File: src/rtl/tcb_pkg.sv
// TCB misaligned memory package
// bus widths, SRAM bank geometry, logarithmic size codes
// and the data word seen either as a word or as byte lanes

package tcb_pkg;

  //////////////////////////////////////////////////
  // bus and memory geometry
  //////////////////////////////////////////////////

  // data bus width and byte lanes
  localparam int unsigned DAT = 32;
  localparam int unsigned BYT = DAT / 8;
  // byte offset bits inside a word
  localparam int unsigned OFF = $clog2(BYT);
  // row address bits per bank
  localparam int unsigned ROW = 8;
  // full byte address
  localparam int unsigned ADR = ROW + OFF;
  // rows per bank
  localparam int unsigned DEPTH = 2 ** ROW;

  //////////////////////////////////////////////////
  // logarithmic size
  //////////////////////////////////////////////////

  typedef logic [1:0] tcb_siz_t;

  // 2**siz bytes, value 3 is not allowed on the bus
  localparam tcb_siz_t SIZ_BYTE    = 2'd0;
  localparam tcb_siz_t SIZ_HALF    = 2'd1;
  localparam tcb_siz_t SIZ_WORD    = 2'd2;
  localparam tcb_siz_t SIZ_ILLEGAL = 2'd3;

  // data word, whole or split into lanes (lane 0 is the LSB)
  typedef union packed {
    logic [DAT-1:0]      wrd;
    logic [BYT-1:0][7:0] byt;
  } tcb_dat_t;

endpackage: tcb_pkg

File: src/rtl/tcb_lane_if.sv
// TCB byte lane SRAM interface
// one byte-wide bank port: enable, write enable, row address, data

interface tcb_lane_if
  import tcb_pkg::*;
();

  // chip enable, write enable
  logic           cen;
  logic           wen;
  // row address inside the bank
  logic [ROW-1:0] adr;
  // write and read byte
  logic [7:0]     wdt;
  logic [7:0]     rdt;

  // request side, driven by the controller
  modport ctl (
    output cen,
    output wen,
    output adr,
    output wdt
  );

  // the bank itself
  modport mem (
    input  cen,
    input  wen,
    input  adr,
    input  wdt,
    output rdt
  );

  // response side, read data only
  modport rsp (
    input  rdt
  );

endinterface: tcb_lane_if

File: src/rtl/tcb_sram_bank.sv
// TCB SRAM bank
// one byte lane of memory, synchronous write and registered read

module tcb_sram_bank
  import tcb_pkg::*;
(
  input  logic    clk,
  tcb_lane_if.mem lane
);

  //////////////////////////////////////////////////
  // storage
  //////////////////////////////////////////////////

  // one byte per row
  logic [7:0] mem [DEPTH];

  always_ff @(posedge clk) begin
    if (lane.cen) begin
      if (lane.wen) begin
        mem[lane.adr] <= lane.wdt;
        // write-first, the response echoes the stored byte
        lane.rdt <= lane.wdt;
      end else begin
        lane.rdt <= mem[lane.adr];
      end
    end
  end

  //////////////////////////////////////////////////
  // assertions
  //////////////////////////////////////////////////

  // controller only writes an enabled lane
  a_wen_cen: assert property (
    @(posedge clk) lane.wen |-> lane.cen
  );

endmodule: tcb_sram_bank

File: src/flat_wrapper.sv
// flat-port wrapper written by rule: the top's interface ports become plain ports
module tcb_sram_bank_flat import tcb_pkg::*;
  (clk, lane_cen, lane_wen, lane_adr, lane_wdt, lane_rdt);
  tcb_lane_if lane_i ();
  input  logic clk;
  input wire logic [$bits(lane_i.cen)-1:0] lane_cen;
  input wire logic [$bits(lane_i.wen)-1:0] lane_wen;
  input wire logic [$bits(lane_i.adr)-1:0] lane_adr;
  input wire logic [$bits(lane_i.wdt)-1:0] lane_wdt;
  output wire logic [$bits(lane_i.rdt)-1:0] lane_rdt;
  assign lane_i.cen = lane_cen;
  assign lane_i.wen = lane_wen;
  assign lane_i.adr = lane_adr;
  assign lane_i.wdt = lane_wdt;
  assign lane_rdt = lane_i.rdt;
  tcb_sram_bank u_core (.clk(clk), .lane(lane_i));
endmodule
File: config.mk
export PLATFORM = sky130hd
export DESIGN_NAME = tcb_sram_bank_flat
export DESIGN_NICKNAME = d
export VERILOG_FILES = /design/src/rtl/tcb_pkg.sv /design/src/rtl/tcb_lane_if.sv /design/src/rtl/tcb_sram_bank.sv /design/src/flat_wrapper.sv
export SDC_FILE = /design/constraint.sdc
export NUM_CORES = 2
export LEC_CHECK = 0
export BUFFER_PORTS_ARGS = -buffer_cell sky130_fd_sc_hd__buf_2
export CORE_ASPECT_RATIO = 0.5
export CORE_MARGIN = 1.5
export CORE_UTILIZATION = 35
export DETAILED_ROUTE_END_ITERATION = 7
export HOLD_SLACK_MARGIN = 0.03
export PLACE_DENSITY = 0.61
export SYNTH_ARGS = -nofsm -noshare
export SYNTH_HDL_FRONTEND = slang
export SYNTH_SLANG_ARGS = --single-unit
File: constraint.sdc
create_clock -name clk -period 5.78 [get_ports clk]
set_clock_uncertainty 0.1 [all_clocks]
set_input_delay 0.578 -clock clk [delete_from_list [all_inputs] [get_ports clk]]
set_output_delay 0.578 -clock clk [all_outputs]
set_load 0.005 [all_outputs]
==> results.ini <==
[status]
status = finished clean

[finish]
nets = 3902
instances_no_fill = 7039
fin_area_mm2 = 0.09012
fin_util = 0.3984
fillers = 19764
final_layout_size_suffix_gt1_frac = 0.2364
num_antenna_cells = 0
area_growth_pct = 12.47

[floorplanning]
die_x_um = 679.7
die_y_um = 341.3
io_pins = 27
initial_core_util = 0.3542
rows = 123
die_area_mm2 = 0.2320
fp.coreArea_mm2 = 0.2262

[synth]
synthCells = 3747
post_synth.cell_area_avg_um2 = 21.38
synth_top_area_frac = 0.7705
async_flop_share = 0
synth_simple_gate_area_frac = 0.02804
ys_warn_count = 0
synth_area_leader_cell = edfxtp_1
synth-main-ff-cell = edfxtp_1
ys_types = 57
synth_seq_cells = 2056
yosysSeqAreaShare = 0.7705
synthTopCellsByCount = edfxtp_1, mux4_2, nor2_1
synthMuxAreaShare = 0.1595
synth.most_common_cell = edfxtp_1
synth-edff-count = 2056
netlist_area_mm2 = 0.08013
synth.area.top_cells = edfxtp_1, mux4_2, mux2i_1
synth_top_family_by_area = multiplexers
synth_xor_area_frac = 0
synthAdderAreaFrac = 0
synth_compound_area_frac = 0.02470
syn_nets = 3766

[setup_path]
endpoint_kind = register
worst_setup_path_start_kind = primary input
critical_path_arrival_ns = 4.10
cp.required_ns = 6.12
critPathMaxFanout = 16
crit_type = primary input to register

[detailed_routing]
antenna_left = 0
drcViolationCount = 0
drt-pass1-iter-count = 6
drt_iter0_markers = 5490
wl_um = 216600
drt-wirelength-per-cell_um = 30.77
via_count = 40308
vias_per_cell = 5.726

[pwr]
power_leakage_nw = 27.52
comb_power_share = 0.052
pwr-share-clk = 0.403
p_total_mw = 30.18
pwr-share-seq = 0.545
irDropWorstVdd_mv = 0.2339
p_sw_mw = 6.555
switching_share = 0.2172
powerDensity_mw_per_mm2 = 334.8
p_int_mw = 23.62

[cts]
ctsRootBufferMaster = clkbuf_16
clk_latency_ns = 0.84
clk_pin_slew_ns = 0.07
post_cts_buffers = 0
cts_buffer_depth = 3
cts_tree = done
cts.sink_count = 2056
cts_buffers = 190
h-tree-depth = 4

[place]
placed_area_mm2 = 0.08416
portBuffers = 26
place_congestion = 0.8709
place_ws_ns = 1.044
placed_cells_incl_taps = 6688
dp_hpwl_um = 132100

[global_routing]
grt_pass1_wl_um = 306400
grt_max_degree = 153
antenna_found_initial = 9
grt-ovfl-total = 0
grt_pass1_vias = 40126
grt_util_all_layers = 0.1839

[sta]
setup_ws_ns = 2.020
drv_slew = 0
final-hold-violation-count = 0
tightest_slew_ns = 1.372
fin_crit_ns = 3.760
relSlewSlack = 0.08197
rsz0062_at_grt = no
max_freq_mhz = 266.0
finalCritPeriodShare = 0.6505
setup_violations = 0
setup-tns-final_ns = 0
hold_ws_ns = 0.2500

[hold_path]
holdCritPathClass = primary input to register

[job]
cap_violations = 0

-- path summary, 6_finish.rpt --
check | startpoint | to | slack [ns] | depth (start not counted)
setup / recovery | lane_cen | u_core.mem[136][4] | 2.02 | 5
hold / removal | lane_adr[6] | u_core.lane.rdt[2] | 0.25 | 3
setup reg to reg | u_core.mem[78][4] | u_core.lane.rdt[4] | 2.65 | 6
hold reg to reg | u_core.mem[208][7] | u_core.lane.rdt[7] | 1.02 | 5
-- layout make-up --
class | instances | area, µm² | share of cell area
flip-flops and latches | 2056 | 61740 | 0.6851
clock buffers | 239 | 5045 | 0.05598
multi-input cells | 1452 | 17080 | 0.1895
well taps | 3000 | 3754 | 0.04165
clock inverters | 109 | 870.8 | 0.009663
inverters | 4 | 15.01 | 0.0001666
repair buffers | 179 | 1623 | 0.01801
-- power by group through the flow --
stage / sequential, mW / combinational [mW] / clock [mW]
after floorplan: 16.8 / 0.817 / 0
after global placement: 16.8 / 1.55 / 0
after detailed placement: 16.8 / 1.57 / 0
after CTS: 16.4 / 1.57 / 12.3
after global routing: 16.4 / 1.64 / 12.8
final: 16.4 / 1.58 / 12.2
-- kinds of logic (layout without fill, tap and decap cells) --
logic type             Yosys count  after routing
buffers and inverters          239            531
DFF                           2056           2056
and+or+nand+nor                519            519
AOI/OAI and AO/OA              276            276
muxes                          657            657
-- per-layer routing --
layer  up-vias  part of all wire  global-route usage
li1      15960                 -                   -
met1     21707              0.41              0.2586
met2      2242              0.46              0.2860
met3       397              0.10             0.04261
met4         2             0.031             0.05685
met5         -          0.000088                   0
-- what timing repair did --
item | in CTS | in global routing
hold buffers | 1 | 0
gates resized for setup | 0 | 0
hold endpoints to repair | 8 | 0
-- flip-flops by register name (all words and copies together) (netlist names) --
name,count
u_core.mem,2048
u_core.lane.rdt,8
-- placed cells by master (no fill, tap or decap), drive strengths merged, types with 16 or more instances in the layout --
master | netlist | layout
nor2 | 276 | 276
o21ai | 30 | 30
nand2 | 94 | 94
nand3 | 49 | 49
nor3 | 22 | 22
clkinv | 1 | 89
nand4 | 22 | 22
a221oi | 21 | 21
a211oi | 17 | 17
edfxtp | 2056 | 2056
buf | 168 | 169
a21oi | 40 | 40
nor2b | 21 | 21
mux4 | 495 | 495
a22oi | 82 | 82
a22o | 16 | 16
mux2i | 152 | 152
clkbuf | 67 | 248
-- worst max-delay path: stages --
cell and delay [ns]:
dlygate4sd3_1 0.56, buf_2 0.30, and2_1 0.65, nand3_1 0.76, nor2_1 1.22
(Power assumes the default switching activity.)
